## config.mk

```make
export PLATFORM = sky130hd
export DESIGN_NAME = sound_glue_top
export DESIGN_NICKNAME = d
export VERILOG_FILES = /design/src/design/sound_pkg.sv /design/src/design/audio_mixer.sv /design/src/design/chip_ce_gen.sv /design/src/design/sound_glue_top.sv /design/src/design/sound_port_regs.sv /design/src/design/zbus_decode.sv
export SDC_FILE = /design/constraint.sdc
export NUM_CORES = 1
export LEC_CHECK = 0
export BUFFER_PORTS_ARGS = -buffer_cell sky130_fd_sc_hd__buf_2
export CAP_MARGIN = 10
export CORE_ASPECT_RATIO = 0.5
export CORE_MARGIN = 10
export CORE_UTILIZATION = 40
export CTS_BUF_LIST = sky130_fd_sc_hd__clkbuf_4
export DETAILED_ROUTE_END_ITERATION = 10
export GPL_TIMING_DRIVEN = 0
export PLACE_DENSITY = 0.62
export SYNTH_ARGS = -nofsm -noshare
export SYNTH_HDL_FRONTEND = slang
export SYNTH_HIERARCHICAL = 1
export SYNTH_SLANG_ARGS = --single-unit
```

## constraint.sdc

```tcl
create_clock -name fclk -period 4.5 [get_ports fclk]
set_input_delay 0.675 -clock fclk [delete_from_list [all_inputs] [get_ports fclk]]
set_output_delay 0.675 -clock fclk [all_outputs]
set_load 0.02 [all_outputs]
```

## src/design/sound_pkg.sv

```systemverilog
`default_nettype none

package sound_pkg;

  // Bus and sample widths, fixed by the CPU and the sound chips
  localparam int zaddr_w     = 16;
  localparam int zdata_w     = 8;
  localparam int sample_w    = 12;
  localparam int gs_sample_w = 15;
  localparam int covox_w     = 8;

  typedef logic [zaddr_w-1:0]     zaddr_t;
  typedef logic [zdata_w-1:0]     zdata_t;
  typedef logic [sample_w-1:0]    sample_t;
  typedef logic [gs_sample_w-1:0] gs_sample_t;
  typedef logic [covox_w-1:0]     covox_t;

  // Soundrive ports, low address byte
  localparam zdata_t covox_port_a = 8'h0F;
  localparam zdata_t covox_port_b = 8'h1F;
  localparam zdata_t covox_port_c = 8'h4F;
  localparam zdata_t covox_port_d = 8'h5F;

  localparam zdata_t     saa_port   = 8'hFF;
  localparam logic [3:0] gs_port_hi = 4'hB;
  localparam logic [2:0] gs_port_lo = 3'd3;
  localparam int         beeper_bit = 4;

  // Chip clock enable dividers
  localparam int ym_div      = 8;
  localparam int saa_div     = 7;
  localparam int saa_phase_b = 3;

  typedef logic [$clog2(ym_div)-1:0]  ym_cnt_t;
  typedef logic [$clog2(saa_div)-1:0] saa_cnt_t;

  // Mixer alignment
  localparam int covox_shift  = 2;
  localparam int saa_shift    = 3;
  localparam int beeper_shift = 8;

  localparam zdata_t bus_idle = 8'hFF;

  typedef struct packed {
    zaddr_t addr;
    zdata_t wdata;
    logic   iorq_n;
    logic   m1_n;
    logic   rd_n;
    logic   wr_n;
  } zbus_t;

  typedef struct packed {
    sample_t    ts_l;
    sample_t    ts_r;
    gs_sample_t gs_l;
    gs_sample_t gs_r;
    covox_t     saa_l;
    covox_t     saa_r;
  } chip_samples_t;

  typedef struct packed {
    logic ts_we;
    logic ts_bc;
    logic gs_cs_n;
    logic gs_a;
    logic saa_wr_n;
    logic saa_a0;
  } chip_ctrl_t;

  // covox_wr bit 0 is channel a, bit 3 is channel d
  typedef struct packed {
    logic       beeper_wr;
    logic [3:0] covox_wr;
    zdata_t     wdata;
  } reg_wr_t;

endpackage

`default_nettype wire

```

## src/design/audio_mixer.sv

```systemverilog
`default_nettype none

module audio_mixer (
  input  logic                     fclk,
  input  logic                     rst_n,
  input  sound_pkg::chip_samples_t samples,
  input  logic                     beeper,
  input  sound_pkg::covox_t [1:0]  covox_l,
  input  sound_pkg::covox_t [1:0]  covox_r,
  output sound_pkg::sample_t       audio_l,
  output sound_pkg::sample_t       audio_r
);

  // One side of the mix, all terms aligned to 12 bits, sum wraps
  function automatic sound_pkg::sample_t mix_side(
    input sound_pkg::sample_t    ts,
    input sound_pkg::gs_sample_t gs,
    input sound_pkg::covox_t     cov_a,
    input sound_pkg::covox_t     cov_b,
    input sound_pkg::covox_t     saa,
    input logic                  beep
  );
    sound_pkg::sample_t gs_term;
    sound_pkg::sample_t cov_a_term;
    sound_pkg::sample_t cov_b_term;
    sound_pkg::sample_t saa_term;
    sound_pkg::sample_t beep_term;
    // GS keeps its sign, drops the 4 low bits
    gs_term    = {gs[sound_pkg::gs_sample_w-1], gs[sound_pkg::gs_sample_w-1:4]};
    cov_a_term = sound_pkg::sample_t'(cov_a) << sound_pkg::covox_shift;
    cov_b_term = sound_pkg::sample_t'(cov_b) << sound_pkg::covox_shift;
    saa_term   = sound_pkg::sample_t'(saa) << sound_pkg::saa_shift;
    beep_term  = sound_pkg::sample_t'(beep) << sound_pkg::beeper_shift;
    return ts + gs_term + cov_a_term + cov_b_term + saa_term + beep_term;
  endfunction

  always_ff @(posedge fclk) begin
    if (!rst_n) begin
      audio_l <= '0;
      audio_r <= '0;
    end else begin
      audio_l <= mix_side(samples.ts_l, samples.gs_l, covox_l[0], covox_l[1],
                          samples.saa_l, beeper);
      audio_r <= mix_side(samples.ts_r, samples.gs_r, covox_r[0], covox_r[1],
                          samples.saa_r, beeper);
    end
  end

endmodule

`default_nettype wire

```

## src/design/chip_ce_gen.sv

```systemverilog
`default_nettype none

module chip_ce_gen (
  input  logic fclk,
  input  logic rst_n,
  output logic ce_ym,
  output logic ce_saa
);

  sound_pkg::ym_cnt_t  ym_cnt;
  sound_pkg::saa_cnt_t saa_cnt;

  // YM divider wraps on its own width
  always_ff @(posedge fclk) begin
    if (!rst_n) begin
      ym_cnt <= '0;
      ce_ym  <= 1'b0;
    end else begin
      ym_cnt <= ym_cnt + 1'b1;
      ce_ym  <= (ym_cnt == '0);
    end
  end

  // Two pulses per seven cycles, uneven spacing
  always_ff @(posedge fclk) begin
    if (!rst_n) begin
      saa_cnt <= '0;
      ce_saa  <= 1'b0;
    end else begin
      if (saa_cnt == sound_pkg::saa_cnt_t'(sound_pkg::saa_div - 1)) begin
        saa_cnt <= '0;
      end else begin
        saa_cnt <= saa_cnt + 1'b1;
      end
      ce_saa <= (saa_cnt == '0)
             || (saa_cnt == sound_pkg::saa_cnt_t'(sound_pkg::saa_phase_b));
    end
  end

endmodule

`default_nettype wire

```

## src/design/sound_glue_top.sv

```systemverilog
`default_nettype none

module sound_glue_top (
  input  logic                     fclk,
  input  logic                     rst_n,
  input  sound_pkg::zbus_t         bus,
  input  logic                     dos,
  input  sound_pkg::chip_samples_t samples,
  input  sound_pkg::zdata_t        ts_rdata,
  input  sound_pkg::zdata_t        gs_rdata,
  output sound_pkg::zdata_t        rdata,
  output sound_pkg::chip_ctrl_t    ctrl,
  output logic                     ce_ym,
  output logic                     ce_saa,
  output sound_pkg::sample_t       audio_l,
  output sound_pkg::sample_t       audio_r
);

  sound_pkg::reg_wr_t      reg_wr;
  logic                    beeper;
  sound_pkg::covox_t [1:0] covox_l;
  sound_pkg::covox_t [1:0] covox_r;

  zbus_decode i_decode (
    .bus      (bus),
    .dos      (dos),
    .ts_rdata (ts_rdata),
    .gs_rdata (gs_rdata),
    .ctrl     (ctrl),
    .reg_wr   (reg_wr),
    .rdata    (rdata)
  );

  chip_ce_gen i_ce_gen (
    .fclk   (fclk),
    .rst_n  (rst_n),
    .ce_ym  (ce_ym),
    .ce_saa (ce_saa)
  );

  // Beeper and Soundrive latches feeding the mixer
  sound_port_regs i_port_regs (
    .fclk    (fclk),
    .rst_n   (rst_n),
    .reg_wr  (reg_wr),
    .beeper  (beeper),
    .covox_l (covox_l),
    .covox_r (covox_r)
  );

  audio_mixer i_mixer (
    .fclk    (fclk),
    .rst_n   (rst_n),
    .samples (samples),
    .beeper  (beeper),
    .covox_l (covox_l),
    .covox_r (covox_r),
    .audio_l (audio_l),
    .audio_r (audio_r)
  );

endmodule

`default_nettype wire

```

## src/design/sound_port_regs.sv

```systemverilog
`default_nettype none

module sound_port_regs (
  input  logic                      fclk,
  input  logic                      rst_n,
  input  sound_pkg::reg_wr_t        reg_wr,
  output logic                      beeper,
  output sound_pkg::covox_t [1:0]   covox_l,
  output sound_pkg::covox_t [1:0]   covox_r
);

  // Channels a..d, same order as covox_wr
  sound_pkg::covox_t [3:0] covox_q;

  always_ff @(posedge fclk) begin
    if (!rst_n) begin
      beeper <= 1'b0;
    end else if (reg_wr.beeper_wr) begin
      beeper <= reg_wr.wdata[sound_pkg::beeper_bit];
    end
  end

  always_ff @(posedge fclk) begin
    if (!rst_n) begin
      covox_q <= '0;
    end else begin
      for (int i = 0; i < 4; i++) begin
        if (reg_wr.covox_wr[i]) begin
          covox_q[i] <= reg_wr.wdata;
        end
      end
    end
  end

  // a,b to the left side and c,d to the right
  assign covox_l = covox_q[1:0];
  assign covox_r = covox_q[3:2];

endmodule

`default_nettype wire

```

## src/design/zbus_decode.sv

```systemverilog
`default_nettype none

module zbus_decode (
  input  sound_pkg::zbus_t      bus,
  input  logic                  dos,
  input  sound_pkg::zdata_t     ts_rdata,
  input  sound_pkg::zdata_t     gs_rdata,
  output sound_pkg::chip_ctrl_t ctrl,
  output sound_pkg::reg_wr_t    reg_wr,
  output sound_pkg::zdata_t     rdata
);

  logic              io_wr;
  logic              io_rd;
  logic              ts_en;
  logic              gs_sel;
  logic              saa_hit;
  sound_pkg::zdata_t lo_byte;

  assign lo_byte = bus.addr[7:0];

  assign io_wr = ~bus.iorq_n & ~bus.wr_n;
  assign io_rd = ~bus.iorq_n & ~bus.rd_n;

  // TurboSound answers on A15=1, A1=0, A0=1 (BFFD / FFFD family)
  assign ts_en = ~bus.iorq_n & bus.addr[15] & ~bus.addr[1] & bus.addr[0];

  // General Sound at xxB3 / xxBB, not during interrupt acknowledge
  assign gs_sel = ~bus.iorq_n & bus.m1_n
                & (bus.addr[7:4] == sound_pkg::gs_port_hi)
                & (bus.addr[2:0] == sound_pkg::gs_port_lo);

  // SAA shares xxFF with the floppy controller, so it hides under DOS
  assign saa_hit = io_wr & ~dos & (lo_byte == sound_pkg::saa_port);

  always_comb begin
    ctrl.ts_we    = ts_en & ~bus.wr_n;
    ctrl.ts_bc    = bus.addr[14];
    ctrl.gs_cs_n  = ~gs_sel;
    ctrl.gs_a     = bus.addr[3];
    ctrl.saa_wr_n = ~saa_hit;
    ctrl.saa_a0   = bus.addr[8];
  end

  always_comb begin
    reg_wr.beeper_wr   = io_wr & ~bus.addr[0];
    reg_wr.covox_wr[0] = io_wr & ~dos & (lo_byte == sound_pkg::covox_port_a);
    reg_wr.covox_wr[1] = io_wr & ~dos & (lo_byte == sound_pkg::covox_port_b);
    reg_wr.covox_wr[2] = io_wr & ~dos & (lo_byte == sound_pkg::covox_port_c);
    reg_wr.covox_wr[3] = io_wr & ~dos & (lo_byte == sound_pkg::covox_port_d);
    reg_wr.wdata       = bus.wdata;
  end

  // GS has priority over TurboSound on a read
  always_comb begin
    if (gs_sel && io_rd) begin
      rdata = gs_rdata;
    end else if (ts_en && io_rd) begin
      rdata = ts_rdata;
    end else begin
      rdata = sound_pkg::bus_idle;
    end
  end

endmodule

`default_nettype wire

```

==> summary by stage <==
Worst setup path
The endpoint type of the worst setup path is a register. The most frequent cell on the critical path is sky130_fd_sc_hd__inv_1. The critical path data arrival time is roughly 3900 ps. The data required time at the worst endpoint is 4800 ps.

The slowest library cell on the worst path is sky130_fd_sc_hd__fa_1. The maximum cell stage delay along the critical path is 540 ps. The type of the worst setup path is reg -> reg. Walking the worst path, the cells encountered are inv_1 > fa_1 > inv_1 > fa_1 > inv_1 > fa_1 > inv_1 > ha_1 > and3_2 > a221oi_2 > o21ai_1 > xnor2_1 > and2_1. Of all nets on the critical path, the largest fanout is 6.

STA classifies the critical path startpoint as a register.

Outcome
The run finished with clean final reports.

STA
Derived from the worst setup path, the maximum achievable clock frequency is 0.2772 GHz. The part of the cycle the worst path needs is 80.16%. The worst path meets setup with 892.8 ps of slack. The final setup TNS is 0 ps. The final count of hold timing violations is 0.

The transition time of the tightest slew-check pin is between 600 and 700 ps. The number of pins exceeding their max-slew limit in the final report is 0. Setup repair after global routing left no endpoint under its margin. Setup violations remaining at the end of the flow were counted as 0. Clock skew on the completed layout was measured at 8.830 ps. The clock period minus worst slack is ~3600 ps. The max-slew headroom at the worst pin is between 50% and 60%.

Synthesis
In this run the cell area of the synthesized design comes to 5011 um^2. The share of the yosys chip area belonging to registers is 25.97%. The dominant synthesized flop cell is sky130_fd_sc_hd__dfxtp_1. After synthesis, the mean cell area works out to 9.864 um^2. The synthesized design contains 0 enable-type register cells. In this run, synthesis produced a sequential element count of 65. The number of cells produced by synthesis is 508. During synthesis, Yosys emitted a total of 6 warnings.

Synthesis produced a netlist with a net count of approximately 720. The synthesized netlist contains 49 unique library cells. After synthesis, the share of flip-flops with an asynchronous set or reset is 0%.

Layout
The repair_antennas step left the layout with diodes totalling 0. The proportion of layout cells with a drive suffix above 1 is between 20% and 30%. The finished cells cover 6006 um^2. The leading cell type in the layout, fill and taps excluded is sky130_fd_sc_hd__buf_2. The net count of the finished layout is 867. Leaving out fill and tap cells, the most frequent cells in the layout are 136 x sky130_fd_sc_hd__buf_2, 126 x sky130_fd_sc_hd__inv_1, 65 x sky130_fd_sc_hd__dfxtp_1.

Once layout is complete, the utilization of the core stands at 49.98%. The area growth from synthesis to layout is 19.85%.

Clocking
The clock transition time at the flip-flop clock pins of the worst setup and hold paths is 100 ps. The clock passes through at most 2 buffers. The number of H-tree levels is 3.

For the worst-skew pair, the clock arrives at the later sink with an insertion delay of 400 ps. The number of buffers inserted to repair setup after CTS is 0. The number of sinks on the clock net is 65. The root buffer cell is sky130_fd_sc_hd__clkbuf_4. TritonCTS built the clock tree. Counting the buffers created by CTS gives 9.

The quantity of gates resized following cts is 0. Buffers inserted to repair hold after CTS numbered 0.

Job
The count of max-cap constraint violations is 0.

Global route
The global routing met1 resource utilization is 15.20%. The total overflow left after global routing is 0. The initial antenna violation count is 0. The total global routing track utilization is 12.21%.

The via count of the first global-routing pass is 3667. The routing usage on met3 is 4.264%. met2 is the most crowded layer. The first-pass GRT wire length is between 15 and 20 mm. The maximum number of pins on one net before global-route repair is 20.

The fraction of met2 tracks used by global routing is 19.87%.

Place
The pre-CTS setup slack is 462.7 ps. The area after detailed placement is 5883 um^2. The port buffer count is 133.

The final weighted congestion in routability-driven placement is 0.8199. The HPWL after detailed placement is 9.220 mm.

Route
Summed over all layers, the routed wires come to 10.76 mm. The per-cell via count in the routed design is 4.397. For this block, the via count after detailed routing is 3610.

The number of violations reported at the end of detailed-routing iteration 0 is 91. The first-pass iteration count of the detailed router is 4. The remaining design rule violation count is 0.

In this run the remaining antenna-violating nets after routing total 0. After detailed routing, the average wire length per cell comes to 13.10 um.

Power and ir drop
The maximum vdd drop is 0.1052 mV. The power density normalized to cell area is ~290 nW/um^2. For this design the static power due to leakage is 3.000 nW.

Floorplanning
For this design the top-level I/O count stands at 157. Once the floorplan was initialized, standard cells occupied 41.70% of the core. The core footprint is 12020 um^2. The cell row count is 28. The horizontal die dimension is 178.3 um. The die extent in y is 99.15 um. The die covers 17680 um^2.

Min path
In this run the worst hold path is classified as reg -> reg.
[registers in the layout (all words and copies together) (netlist names)]
name	count
i_ce_gen/ce_saa	1
i_ce_gen/ce_ym	1
i_ce_gen/saa_cnt	3
i_ce_gen/ym_cnt	3
i_mixer/audio_l	12
i_mixer/audio_r	12
i_port_regs/beeper	1
i_port_regs/covox_l	16
i_port_regs/covox_r	16
[report_power, final]
part	internal, mW	switching, mW	leakage (nW)
clock network	0.168	0.201	0.0711
registers	0.643	0.0175	0.532
logic	0.319	0.410	2.40
[metrics by stage]
stage	cells	total power [mW]	hold slack [ps]
after floorplan	508	1.208	420.1
after global placement	806	1.397	436.7
after detailed placement	806	1.417	442.5
after CTS	821	1.802	464.8
after global routing	821	1.924	474.9
final	821	1.759	458.3
[synth_stat cells, types with 4 or more instances]
master                     instances  area share [%]
sky130_fd_sc_hd__xor2_1            4            0.70
sky130_fd_sc_hd__buf_4            11             1.6
sky130_fd_sc_hd__nand3_1           4            0.40
sky130_fd_sc_hd__o21ai_0           6            0.60
sky130_fd_sc_hd__a21oi_1           8            0.80
sky130_fd_sc_hd__inv_1           126             9.4
sky130_fd_sc_hd__mux2i_1          33             6.6
sky130_fd_sc_hd__and2_1           18             2.2
sky130_fd_sc_hd__ha_1             46              11
sky130_fd_sc_hd__xnor2_1          12             2.1
sky130_fd_sc_hd__clkbuf_1          4            0.30
sky130_fd_sc_hd__nor2_1            5            0.37
sky130_fd_sc_hd__dfxtp_1          65              26
sky130_fd_sc_hd__nand3b_1          4            0.60
sky130_fd_sc_hd__buf_6             5             1.1
sky130_fd_sc_hd__a21o_1            4            0.60
sky130_fd_sc_hd__o22a_1            8             1.4
sky130_fd_sc_hd__fa_1             52              21
sky130_fd_sc_hd__nor2b_1          38             4.7
sky130_fd_sc_hd__nand2_1           5            0.37
[final cells by class]
type | count | area (um^2)
buffer | 23 | 168.9
clock buffer | 10 | 75.07
clock inverter | 5 | 47.55
fill | 1181 | 6011
inverter | 126 | 473.0
multi-input combinational | 294 | 3068
sequential | 65 | 1301
tap | 165 | 206.4
timing repair buffer | 133 | 665.6
[logic make-up after synthesis]
| group | synth area share (%) |
|---|---|
| compound gates | 5.818 |
| xor+xnor | 2.796 |
| fa+ha+maj | 32.26 |
| buf+inv | 12.81 |
| flops | 25.97 |
| mux | 6.592 |
| simple gates | 13.76 |
[critical path: cells and delay by family, from the launching register on]
family	cells	cell delay, ps
adders and majority gates	4	1890
AOI/OAI and AO/OA	2	450
DFF	1	420
and+or+nand+nor	2	380
buffers and inverters	4	230
xor gates and xnor gates	1	130
[routing by layer]
layer,up-vias,share of wire (%)
met3,10,8.5
met1,1646,45
met5,-,0
met2,94,45
met4,0,1.1
li1,1860,-
[worst paths after layout]
kind,start,to,slack [ps],depth (start not counted)
worst min-delay path,i_ce_gen/saa_cnt[0]$_SDFF_PP0_,i_ce_gen/saa_cnt[0]$_SDFF_PP0_,460,1
worst min register to register,i_ce_gen/saa_cnt[0]$_SDFF_PP0_,i_ce_gen/saa_cnt[0]$_SDFF_PP0_,460,1
worst max-delay path,i_port_regs/beeper$_SDFFE_PN0P_,i_mixer/audio_r[11]$_SDFF_PN0_,890,13
worst max register to register,i_port_regs/beeper$_SDFFE_PN0P_,i_mixer/audio_r[11]$_SDFF_PN0_,890,13
(Power assumes the default switching activity.)
